$ cat config.mk
export PLATFORM = sky130hd
export DESIGN_NAME = lpif_slave_top
export DESIGN_NICKNAME = d
export VERILOG_FILES = /design/src/lpif_pkg.sv /design/src/phy_pkg.sv /design/src/link_cfg_apb.sv /design/src/online_sequencer.sv /design/src/flit_striper.sv /design/src/lane_slice.sv /design/src/flit_assembler.sv /design/src/lpif_slave_top.sv
export SDC_FILE = /design/constraint.sdc
export NUM_CORES = 1
export LEC_CHECK = 0
export BUFFER_PORTS_ARGS = -buffer_cell sky130_fd_sc_hd__buf_2
export CORE_AREA = 2 2 268 270
export CTS_BUF_LIST = sky130_fd_sc_hd__clkbuf_4 sky130_fd_sc_hd__clkbuf_8 sky130_fd_sc_hd__clkbuf_16
export CTS_CLUSTER_DIAMETER = 30
export DETAILED_ROUTE_END_ITERATION = 10
export DIE_AREA = 0 0 270 272
export PLACE_DENSITY = 0.46
export SYNTH_ARGS = -nofsm -noshare
export SYNTH_HDL_FRONTEND = slang
export SYNTH_SLANG_ARGS = --single-unit
$ cat constraint.sdc
create_clock -name clk_wr -period 6.68 [get_ports clk_wr]
set_clock_uncertainty 0.2 [all_clocks]
set_input_delay 0.668 -clock clk_wr [delete_from_list [all_inputs] [get_ports clk_wr]]
set_output_delay 0.668 -clock clk_wr [all_outputs]
set_load 0.01 [all_outputs]
$ cat src/lpif_pkg.sv
// LPIF link-layer flit types and widths shared by the upstream and downstream paths
package lpif_pkg;

  ////////////////////////////////////////////////////////////////////////////
  // Flit field widths

  // Link state and protocol id
  localparam int STATE_W  = 4;
  localparam int PROTID_W = 2;

  // Payload and its check byte
  localparam int DATA_W   = 128;
  localparam int CRC_W    = 8;

  // Whole flit, 145 bits
  // Three single-bit qualifiers: dvalid, crc_valid, valid
  localparam int FLIT_W   = STATE_W + PROTID_W + DATA_W + CRC_W + 3;

  ////////////////////////////////////////////////////////////////////////////
  // Flit layout

  // Declared MSB first, so valid lands on bit 0
  // and state occupies the top nibble
  typedef struct packed {
    logic [STATE_W-1:0]  state;
    logic [PROTID_W-1:0] protid;
    logic [DATA_W-1:0]   data;
    logic                dvalid;
    logic [CRC_W-1:0]    crc;
    logic                crc_valid;
    logic                valid;
  } flit_t;

endpackage

$ cat src/phy_pkg.sv
// PHY lane word layout, lane status and APB register map for the die-to-die link
package phy_pkg;

  ////////////////////////////////////////////////////////////////////////////
  // Lane word

  // 80-bit lane word, 78 payload bits
  localparam int LANE_W    = 80;
  localparam int PAYLOAD_W = 78;

  // User bits fixed by the PHY
  // Payload fills bit 0 and bits 2 to 78
  localparam int STB_BIT   = 1;
  localparam int MRK_BIT   = 79;

  // Per-lane receive status
  typedef struct packed {
    logic strobe_err;
    logic aligned;
  } lane_status_t;

  ////////////////////////////////////////////////////////////////////////////
  // APB register map

  localparam int APB_AW  = 4;
  localparam int APB_DW  = 32;
  localparam int DELAY_W = 16;

  localparam logic [APB_AW-1:0] ADDR_DELAY_X = 4'h0;
  localparam logic [APB_AW-1:0] ADDR_DELAY_Y = 4'h4;
  localparam logic [APB_AW-1:0] ADDR_DELAY_Z = 4'h8;
  localparam logic [APB_AW-1:0] ADDR_STATUS  = 4'hC;

  // STATUS field offsets, one bit per lane from here up
  localparam int STS_ERR_LSB = 8;
  localparam int STS_ALN_LSB = 16;

  // Delay values out of reset
  localparam logic [DELAY_W-1:0] RST_DELAY_X = 16'd4;
  localparam logic [DELAY_W-1:0] RST_DELAY_Y = 16'd2;
  localparam logic [DELAY_W-1:0] RST_DELAY_Z = 16'd3;

  typedef struct packed {
    logic              psel;
    logic              penable;
    logic              pwrite;
    logic [APB_AW-1:0] paddr;
    logic [APB_DW-1:0] pwdata;
  } apb_req_t;

  typedef struct packed {
    logic [APB_DW-1:0] prdata;
    logic              pready;
    logic              pslverr;
  } apb_rsp_t;

endpackage

$ cat src/link_cfg_apb.sv
// APB register block for online delays, link status and sticky lane strobe errors
`timescale 1ns/1ps

module link_cfg_apb #(
  parameter int NUM_LANES = 2
) (
  input  logic                                     clk_wr,
  input  logic                                     rst_n,

  // APB slave
  input  phy_pkg::apb_req_t                        apb_req,
  output phy_pkg::apb_rsp_t                        apb_rsp,

  // Delays to the sequencer
  output logic [phy_pkg::DELAY_W-1:0]              delay_x,
  output logic [phy_pkg::DELAY_W-1:0]              delay_y,
  output logic [phy_pkg::DELAY_W-1:0]              delay_z,

  // Status sources
  input  logic                                     tx_online_delay,
  input  logic                                     rx_online_delay,
  input  phy_pkg::lane_status_t [NUM_LANES-1:0]    lane_status
);

  logic                          access;
  logic                          wr_en;
  logic                          sts_wr;
  logic                          addr_ok;
  logic [phy_pkg::APB_DW-1:0]    rd_data;
  logic [phy_pkg::APB_DW-1:0]    status_word;
  logic [NUM_LANES-1:0]          sticky_err_q;

  ////////////////////////////////////////////////////////////////////////////
  // Transfer decode

  // Access phase, no wait states
  assign access = apb_req.psel & apb_req.penable;
  assign wr_en  = access & apb_req.pwrite;
  assign sts_wr = wr_en & (apb_req.paddr == phy_pkg::ADDR_STATUS);

  // Delay registers
  always_ff @(posedge clk_wr) begin
    if (!rst_n) begin
      delay_x <= phy_pkg::RST_DELAY_X;
      delay_y <= phy_pkg::RST_DELAY_Y;
      delay_z <= phy_pkg::RST_DELAY_Z;
    end else if (wr_en) begin
      // Only the low half of pwdata is kept
      case (apb_req.paddr)
        phy_pkg::ADDR_DELAY_X: delay_x <= apb_req.pwdata[phy_pkg::DELAY_W-1:0];
        phy_pkg::ADDR_DELAY_Y: delay_y <= apb_req.pwdata[phy_pkg::DELAY_W-1:0];
        phy_pkg::ADDR_DELAY_Z: delay_z <= apb_req.pwdata[phy_pkg::DELAY_W-1:0];
        default: ;
      endcase
    end
  end

  ////////////////////////////////////////////////////////////////////////////
  // Sticky strobe errors

  // Set wins over a same-cycle write-one clear, so no event is lost
  always_ff @(posedge clk_wr) begin
    if (!rst_n) begin
      sticky_err_q <= '0;
    end else begin
      for (int i = 0; i < NUM_LANES; i++) begin
        if (lane_status[i].strobe_err) begin
          sticky_err_q[i] <= 1'b1;
        end else if (sts_wr && apb_req.pwdata[phy_pkg::STS_ERR_LSB+i]) begin
          sticky_err_q[i] <= 1'b0;
        end
      end
    end
  end

  // STATUS word
  always_comb begin
    status_word    = '0;
    status_word[0] = tx_online_delay;
    status_word[1] = rx_online_delay;
    for (int i = 0; i < NUM_LANES; i++) begin
      status_word[phy_pkg::STS_ERR_LSB+i] = sticky_err_q[i];
      status_word[phy_pkg::STS_ALN_LSB+i] = lane_status[i].aligned;
    end
  end

  ////////////////////////////////////////////////////////////////////////////
  // Read mux and response

  // Unmapped addresses read as zero
  always_comb begin
    addr_ok = 1'b1;
    rd_data = '0;
    case (apb_req.paddr)
      phy_pkg::ADDR_DELAY_X: rd_data[phy_pkg::DELAY_W-1:0] = delay_x;
      phy_pkg::ADDR_DELAY_Y: rd_data[phy_pkg::DELAY_W-1:0] = delay_y;
      phy_pkg::ADDR_DELAY_Z: rd_data[phy_pkg::DELAY_W-1:0] = delay_z;
      phy_pkg::ADDR_STATUS:  rd_data = status_word;
      default:               addr_ok = 1'b0;
    endcase
  end

  always_comb begin
    apb_rsp.prdata  = (apb_req.psel && !apb_req.pwrite) ? rd_data : '0;
    apb_rsp.pready  = 1'b1;
    // Error only in the access phase
    apb_rsp.pslverr = access & ~addr_ok;
  end

endmodule

$ cat src/online_sequencer.sv
// Online sequencer delaying tx and rx online and raising the strobe and marker enables
`timescale 1ns/1ps

module online_sequencer (
  input  logic                        clk_wr,
  input  logic                        rst_n,

  // Raw online requests
  input  logic                        tx_online,
  input  logic                        rx_online,

  // Programmed delays in cycles
  input  logic [phy_pkg::DELAY_W-1:0] delay_x,
  input  logic [phy_pkg::DELAY_W-1:0] delay_y,
  input  logic [phy_pkg::DELAY_W-1:0] delay_z,

  output logic                        tx_online_delay,
  output logic                        rx_online_delay,
  output logic                        auto_stb_en,
  output logic                        auto_mrk_en
);

  // Sequence phases
  localparam logic [1:0] PH_IDLE = 2'd0;
  localparam logic [1:0] PH_WAIT = 2'd1;
  localparam logic [1:0] PH_HOLD = 2'd2;
  localparam logic [1:0] PH_DONE = 2'd3;

  logic [1:0]                  tx_ph_q;
  logic [1:0]                  rx_ph_q;
  logic [phy_pkg::DELAY_W-1:0] tx_cnt_q;
  logic [phy_pkg::DELAY_W-1:0] rx_cnt_q;
  logic [phy_pkg::DELAY_W-1:0] lat_z_q;
  logic                        ins_en_q;

  ////////////////////////////////////////////////////////////////////////////
  // Tx sequence: delay_y to insertion, then delay_z to online

  // Down counter, a zero delay still takes one cycle
  always_ff @(posedge clk_wr) begin
    if (!rst_n || !tx_online) begin
      tx_ph_q         <= PH_IDLE;
      tx_cnt_q        <= '0;
      lat_z_q         <= '0;
      ins_en_q        <= 1'b0;
      tx_online_delay <= 1'b0;
    end else begin
      case (tx_ph_q)
        PH_IDLE: begin
          // First online cycle, latch both delays
          tx_cnt_q <= delay_y;
          lat_z_q  <= delay_z;
          tx_ph_q  <= PH_WAIT;
        end
        PH_WAIT: begin
          if (tx_cnt_q <= 1) begin
            ins_en_q <= 1'b1;
            tx_cnt_q <= lat_z_q;
            tx_ph_q  <= PH_HOLD;
          end else begin
            tx_cnt_q <= tx_cnt_q - 1'b1;
          end
        end
        PH_HOLD: begin
          if (tx_cnt_q <= 1) begin
            tx_online_delay <= 1'b1;
            tx_ph_q         <= PH_DONE;
          end else begin
            tx_cnt_q <= tx_cnt_q - 1'b1;
          end
        end
        default: ;
      endcase
    end
  end

  // Persistent strobe and marker share one enable
  assign auto_stb_en = ins_en_q;
  assign auto_mrk_en = ins_en_q;

  ////////////////////////////////////////////////////////////////////////////
  // Rx sequence: delay_x to online

  always_ff @(posedge clk_wr) begin
    if (!rst_n || !rx_online) begin
      rx_ph_q         <= PH_IDLE;
      rx_cnt_q        <= '0;
      rx_online_delay <= 1'b0;
    end else begin
      case (rx_ph_q)
        PH_IDLE: begin
          rx_cnt_q <= delay_x;
          rx_ph_q  <= PH_WAIT;
        end
        PH_WAIT: begin
          if (rx_cnt_q <= 1) begin
            rx_online_delay <= 1'b1;
            rx_ph_q         <= PH_DONE;
          end else begin
            rx_cnt_q <= rx_cnt_q - 1'b1;
          end
        end
        default: ;
      endcase
    end
  end

endmodule

$ cat src/flit_striper.sv
// Flit striper splitting one upstream flit into per-lane payload slices
`timescale 1ns/1ps

module flit_striper #(
  parameter int NUM_LANES = 2
) (
  input  lpif_pkg::flit_t                                   ustrm,
  output logic [NUM_LANES-1:0][phy_pkg::PAYLOAD_W-1:0]      lane_payload
);

  // Total payload bits across all lanes
  localparam int TOT_W = NUM_LANES * phy_pkg::PAYLOAD_W;
  localparam int PAD_W = TOT_W - lpif_pkg::FLIT_W;

  logic [TOT_W-1:0] flat;

  ////////////////////////////////////////////////////////////////////////////
  // Flit to lane bit order

  // LSB first, flit bit 0 (valid) lands on lane 0 payload bit 0
  // Top of the last lane is zero padding
  assign flat = {{PAD_W{1'b0}}, ustrm};

  // Consecutive PAYLOAD_W slices, lane 0 lowest
  for (genvar l = 0; l < NUM_LANES; l++) begin : g_lane
    assign lane_payload[l] = flat[l*phy_pkg::PAYLOAD_W +: phy_pkg::PAYLOAD_W];
  end

endmodule

$ cat src/lane_slice.sv
// One PHY lane that frames the tx word and captures and checks the rx word
`timescale 1ns/1ps

module lane_slice (
  input  logic                          clk_wr,
  input  logic                          rst_n,

  // Tx side
  input  logic [phy_pkg::PAYLOAD_W-1:0] tx_payload,
  input  logic                          tx_online_delay,
  input  logic                          auto_stb_en,
  input  logic                          auto_mrk_en,
  output logic [phy_pkg::LANE_W-1:0]    tx_phy,

  // Rx side
  input  logic [phy_pkg::LANE_W-1:0]    rx_phy,
  output logic [phy_pkg::PAYLOAD_W-1:0] rx_payload,
  output phy_pkg::lane_status_t         status
);

  logic [phy_pkg::PAYLOAD_W-1:0] tx_gated;
  logic [phy_pkg::LANE_W-1:0]    tx_word;
  logic [phy_pkg::PAYLOAD_W-1:0] rx_payload_q;
  logic                          rx_stb_q;
  logic                          rx_mrk_q;
  logic                          stb_armed_q;

  ////////////////////////////////////////////////////////////////////////////
  // Tx framing

  // Payload zero until online
  assign tx_gated = tx_online_delay ? tx_payload : '0;

  // Bit 0 then bits 2..78 carry payload
  always_comb begin
    tx_word                                         = '0;
    tx_word[0]                                      = tx_gated[0];
    tx_word[phy_pkg::MRK_BIT-1:phy_pkg::STB_BIT+1]  = tx_gated[phy_pkg::PAYLOAD_W-1:1];
    tx_word[phy_pkg::STB_BIT]                       = auto_stb_en;
    tx_word[phy_pkg::MRK_BIT]                       = auto_mrk_en;
  end

  always_ff @(posedge clk_wr) begin
    if (!rst_n) begin
      tx_phy <= '0;
    end else begin
      tx_phy <= tx_word;
    end
  end

  ////////////////////////////////////////////////////////////////////////////
  // Rx capture and check

  // Payload capture
  always_ff @(posedge clk_wr) begin
    rx_payload_q <= {rx_phy[phy_pkg::MRK_BIT-1:phy_pkg::STB_BIT+1], rx_phy[0]};
  end

  // User bits and check arming
  // Check starts once a strobe arrives, so link latency after enable is not an error
  always_ff @(posedge clk_wr) begin
    if (!rst_n) begin
      rx_stb_q    <= 1'b0;
      rx_mrk_q    <= 1'b0;
      stb_armed_q <= 1'b0;
    end else begin
      rx_stb_q    <= rx_phy[phy_pkg::STB_BIT];
      rx_mrk_q    <= rx_phy[phy_pkg::MRK_BIT];
      stb_armed_q <= auto_stb_en & (stb_armed_q | rx_stb_q);
    end
  end

  assign rx_payload        = rx_payload_q;
  // Missing strobe while insertion is on
  assign status.strobe_err = auto_stb_en & stb_armed_q & ~rx_stb_q;
  assign status.aligned    = rx_stb_q & rx_mrk_q;

endmodule

$ cat src/flit_assembler.sv
// Flit assembler merging rx lane payloads into a registered downstream flit
`timescale 1ns/1ps

module flit_assembler #(
  parameter int NUM_LANES = 2
) (
  input  logic                                          clk_wr,
  input  logic                                          rst_n,
  input  logic [NUM_LANES-1:0][phy_pkg::PAYLOAD_W-1:0]  lane_payload,
  input  logic                                          rx_online_delay,
  output lpif_pkg::flit_t                               dstrm
);

  localparam int TOT_W = NUM_LANES * phy_pkg::PAYLOAD_W;

  logic [TOT_W-1:0] flat;
  lpif_pkg::flit_t  nxt_flit;
  lpif_pkg::flit_t  flit_q;
  logic             valid_q;

  ////////////////////////////////////////////////////////////////////////////
  // Lane merge

  // Lane 0 lowest, mirrors the striper order
  assign flat     = lane_payload;
  // Padding above the flit width dropped
  assign nxt_flit = lpif_pkg::flit_t'(flat[lpif_pkg::FLIT_W-1:0]);

  ////////////////////////////////////////////////////////////////////////////
  // Output register

  // Flit fields
  always_ff @(posedge clk_wr) begin
    flit_q <= nxt_flit;
  end

  // Valid held low until rx online
  always_ff @(posedge clk_wr) begin
    if (!rst_n) begin
      valid_q <= 1'b0;
    end else begin
      valid_q <= rx_online_delay & nxt_flit.valid;
    end
  end

  always_comb begin
    dstrm       = flit_q;
    dstrm.valid = valid_q;
  end

endmodule

$ cat src/lpif_slave_top.sv
// LPIF slave top joining the APB registers, sequencer, striper, lanes and assembler
`timescale 1ns/1ps

module lpif_slave_top #(
  parameter int NUM_LANES = 2
) (
  input  logic                                       clk_wr,
  input  logic                                       rst_n,

  // Online control
  input  logic                                       tx_online,
  input  logic                                       rx_online,

  // Link layer flits
  input  lpif_pkg::flit_t                            ustrm,
  output lpif_pkg::flit_t                            dstrm,

  // PHY lanes
  output logic [NUM_LANES-1:0][phy_pkg::LANE_W-1:0]  tx_phy,
  input  logic [NUM_LANES-1:0][phy_pkg::LANE_W-1:0]  rx_phy,

  // Configuration bus
  input  phy_pkg::apb_req_t                          apb_req,
  output phy_pkg::apb_rsp_t                          apb_rsp
);

  logic [phy_pkg::DELAY_W-1:0]                  delay_x;
  logic [phy_pkg::DELAY_W-1:0]                  delay_y;
  logic [phy_pkg::DELAY_W-1:0]                  delay_z;
  logic                                         tx_online_delay;
  logic                                         rx_online_delay;
  logic                                         auto_stb_en;
  logic                                         auto_mrk_en;
  logic [NUM_LANES-1:0][phy_pkg::PAYLOAD_W-1:0] tx_payload;
  logic [NUM_LANES-1:0][phy_pkg::PAYLOAD_W-1:0] rx_payload;
  phy_pkg::lane_status_t [NUM_LANES-1:0]        lane_status;

  ////////////////////////////////////////////////////////////////////////////
  // Control

  link_cfg_apb #(.NUM_LANES(NUM_LANES)) i_link_cfg_apb (
    .clk_wr          (clk_wr),
    .rst_n           (rst_n),
    .apb_req         (apb_req),
    .apb_rsp         (apb_rsp),
    .delay_x         (delay_x),
    .delay_y         (delay_y),
    .delay_z         (delay_z),
    .tx_online_delay (tx_online_delay),
    .rx_online_delay (rx_online_delay),
    .lane_status     (lane_status)
  );

  online_sequencer i_online_sequencer (
    .clk_wr          (clk_wr),
    .rst_n           (rst_n),
    .tx_online       (tx_online),
    .rx_online       (rx_online),
    .delay_x         (delay_x),
    .delay_y         (delay_y),
    .delay_z         (delay_z),
    .tx_online_delay (tx_online_delay),
    .rx_online_delay (rx_online_delay),
    .auto_stb_en     (auto_stb_en),
    .auto_mrk_en     (auto_mrk_en)
  );

  ////////////////////////////////////////////////////////////////////////////
  // Datapath

  flit_striper #(.NUM_LANES(NUM_LANES)) i_flit_striper (
    .ustrm        (ustrm),
    .lane_payload (tx_payload)
  );

  // One lane per PHY word
  for (genvar l = 0; l < NUM_LANES; l++) begin : g_lane
    lane_slice i_lane_slice (
      .clk_wr          (clk_wr),
      .rst_n           (rst_n),
      .tx_payload      (tx_payload[l]),
      .tx_online_delay (tx_online_delay),
      .auto_stb_en     (auto_stb_en),
      .auto_mrk_en     (auto_mrk_en),
      .tx_phy          (tx_phy[l]),
      .rx_phy          (rx_phy[l]),
      .rx_payload      (rx_payload[l]),
      .status          (lane_status[l])
    );
  end

  flit_assembler #(.NUM_LANES(NUM_LANES)) i_flit_assembler (
    .clk_wr          (clk_wr),
    .rst_n           (rst_n),
    .lane_payload    (rx_payload),
    .rx_online_delay (rx_online_delay),
    .dstrm           (dstrm)
  );

endmodule

==> flow_summary_export.csv <==
group,metric,value,unit
timing,rsz0062_at_grt,"no",
timing,finalCriticalPeriod,3.18,ns
route,first_pass_iters,5,
timing,tightest_slew,1.17,ns
clocking,cts_tree,"done",
die,rows,98,
timing,slew_violations,0,
timing,tns,0,ns
layout,drive_gt1_share,37.5,%
setup_path,worstPathMaxFanout,23,
die,die_h,272,um
pwr,power,9950,uW
setup_path,cpMostUsedCell,"buf_2",
setup_path,worstPathRequired,5.81,ns
die,coreArea,70800,sq um
clocking,cts_resized,0,
layout,post-route-util,36.4,%
setup_path,worst-path-buf-inv,3,
timing,slew_headroom,21.4,%
min_path,hold_class,"in2reg",
setup_path,crit_type,"in2out",
synthesis,yosysSeqAreaShare,70.6,%
synthesis,avgSynthCellArea,11.5,sq um
route,routed_via_density,4.04,
flow_run,max-cap-violations,0,
pwr,worst_ir_drop_vdd,202,uV
timing,fmax,315,MHz
global_route,grtUsageTotal,16.0,%
setup_path,critPathTopFamily,"buffers and inverters",
route,vias,13300,
die,die_w,270,um
timing,hold_viol,0,
setup_path,worstPathCellList,"buf_2 -> nor2b_1 -> buf_4 -> a21oi_1 -> nor2_1 -> buf_2",
synthesis,async_reset_ff_share,0,%
route,finalWirelength,61400,um
placed_design,gp_congestion,0.848,
timing,fin_hold_ws,0.0394,ns
die,initial_core_util,21.9,%
timing,setup_violations,0,
route,drt-initial-drc-count,670,
die,design.die.area,73400,sq um
setup_path,slowest_delay,0.54,ns
layout,syn_to_final_growth,65.9,%
placed_design,numPortBuffers,633,
route,route.detailed.drc,0,
clocking,clockRootBuffer,"clkbuf_16",
clocking,cts.clk_slew.worst_paths,0.05,ns
synthesis,syn_area,15500,sq um
timing,fin_crit_sh,47.5,%
pwr,powerDensity,387,nW/um^2
clocking,cts_htree_levels,3,
setup_path,end_kind,"primary output",
synthesis,ys_seq_elements,547,
status,outcome,"finished, final reports clean",
synthesis,synth.distinct_cells,54,
synthesis,postSynthCellCount,1351,
global_route,first_global_vias,13400,
synthesis,yosysWarnings,0,
placed_design,dpl.hpwl,45100,um
clocking,insertion_delay,0.68,ns
clocking,clock_sinks,547,
synthesis,synth_ff_type,"dfxtp_1",
route,postRouteAntennaNets,0,
global_route,grt_pass1_wl,87100,um
die,num_io_pins,687,
layout,fin_nets,2579,
clocking,ctsLongestPathBuffers,3,
pwr,power_leakage,0.0123,uW
clocking,numCtsBuffers,117,
setup_path,cp_slowest_cell,"buf_2",
setup_path,worst_ep_arrival_time,2.31,ns
route,wire_per_inst,18.7,um
synthesis,synth-edff-count,0,
global_route,grt_antenna_before_repair,27,
setup_path,startpoint_type,"input port",
global_route,grt-ovfl-total,0,
global_route,grt_max_degree,119,
[Yosys cell counts, drive strengths merged, types with 9 or more instances]
cell type	count	area share, %
a21boi	44	2.1
a21oi	37	1.2
and2	9	0.36
and3	151	6.1
buf	34	1.6
clkbuf	73	1.8
dfxtp	547	71
ha	9	0.73
inv	12	0.29
mux2i	29	1.9
nand2	154	3.7
nand3	22	0.71
nor2	78	1.9
nor3	10	0.32
o211a	9	0.58
o21ai	43	1.4
xnor2	10	0.56
[final timing paths]
check / from / to / slack (ns) / cells after the start
setup / recovery: apb_req[34] / apb_rsp[5] / 3.50 / 6
hold / removal: ustrm[56] / g_lane[0].i_lane_slice.tx_phy[57] / 0.04 / 2
setup reg to reg: i_online_sequencer.tx_cnt_q[0] / i_online_sequencer.tx_cnt_q[3] / 3.63 / 8
hold reg to reg: g_lane[1].i_lane_slice.rx_payload[49] / i_flit_assembler.dstrm[127] / 0.09 / 0
[flip-flops by register name, summed over array words and instances, names as in the netlist]
name and count:
g_lane.i_lane_slice.tx_phy 146, g_lane.i_lane_slice.rx_payload 145, i_flit_assembler.dstrm 144, i_link_cfg_apb.delay_x 16, i_link_cfg_apb.delay_y 16, i_link_cfg_apb.delay_z 16, i_online_sequencer.lat_z_q 16, i_online_sequencer.rx_cnt_q 16
i_online_sequencer.tx_cnt_q 16, g_lane.i_lane_slice.rx_mrk_q 2, g_lane.i_lane_slice.rx_stb_q 2, g_lane.i_lane_slice.stb_armed_q 2, i_link_cfg_apb.sticky_err_q 2, i_online_sequencer.rx_ph_q 2, i_online_sequencer.tx_ph_q 2, i_flit_assembler.valid_q 1
i_online_sequencer.auto_mrk_en 1, i_online_sequencer.rx_online_delay 1, i_online_sequencer.tx_online_delay 1
[layer usage]
| layer | share of wire [%] | vias up | track usage, % |
|---|---|---|---|
| met5 | 0.067 | - | 0 |
| met4 | 3.6 | 6 | 6.97 |
| met3 | 8.8 | 143 | 6.50 |
| met2 | 49 | 599 | 27.1 |
| met1 | 39 | 6237 | 17.6 |
| li1 | - | 6284 | - |
[kinds of logic after synthesis]
logic type / count (synthesis) / share of synthesized area, %
AOI/OAI and AO/OA: 171 / 7.32
xor gates and xnor gates: 15 / 0.847
adders and majority gates: 9 / 0.726
buffers and inverters: 119 / 3.62
DFF: 547 / 70.6
muxes: 32 / 2.31
other: 2 / 0.0484
and+or+nand+nor: 456 / 14.5
[where the power goes]
| group | switching (uW) | leakage [uW] | internal (uW) |
|---|---|---|---|
| clock network | 1980 | 0.00207 | 4000 |
| logic | 283 | 0.00572 | 265 |
| registers | 42.8 | 0.00452 | 3380 |
| total | 2300 | 0.0123 | 7650 |
[layout by cell type, fill, tap and decap left out, types with 9 or more instances in the layout]
| cell | n |
|---|---|
| buf_2 | 632 |
| dfxtp_1 | 546 |
| dlygate4sd3_1 | 195 |
| nand2_1 | 154 |
| and3_1 | 151 |
| clkbuf_16 | 118 |
| nor2_1 | 78 |
| a21boi_0 | 40 |
| a21oi_1 | 37 |
| o21ai_0 | 34 |
| mux2i_1 | 29 |
| conb_1 | 26 |
| nand3_1 | 22 |
| clkinv_2 | 20 |
| clkbuf_8 | 17 |
| clkinv_4 | 15 |
| bufinv_16 | 13 |
| inv_1 | 12 |
| clkinvlp_4 | 12 |
| xnor2_1 | 10 |
| o211a_1 | 9 |
| o21ai_1 | 9 |
| nor3_1 | 9 |
| ha_1 | 9 |
| inv_6 | 9 |
| clkbuf_4 | 9 |
[layout make-up]
type | instances | area [sq um]
Fill cell | 7037 | 45000
Sequential cell | 547 | 11000
Timing Repair Buffer | 835 | 5170
Multi-Input combinational cell | 709 | 4100
Clock buffer | 144 | 3250
Tap cell | 950 | 1190
Clock inverter | 78 | 1000
Inverter | 12 | 45.0
Antenna cell | 8 | 20.0
[metrics by stage]
step           std cells  instance area [sq um]  worst slack (ns)
3_5_place_dp        2858                  19500              3.52
5_1_grt             3283                  25700              3.39
2_1_floorplan       1375                  15600              3.80
3_3_place_gp        2858                  19500              3.51
4_1_cts             3275                  25700              3.48
6_report            3283                  25700              3.50
[what timing repair did]
item,CTS,global route
hold endpoints to repair,195,0
hold buffers,195,0
setup buffers,0,0
Note: power is estimated with default switching activity, not from simulation.
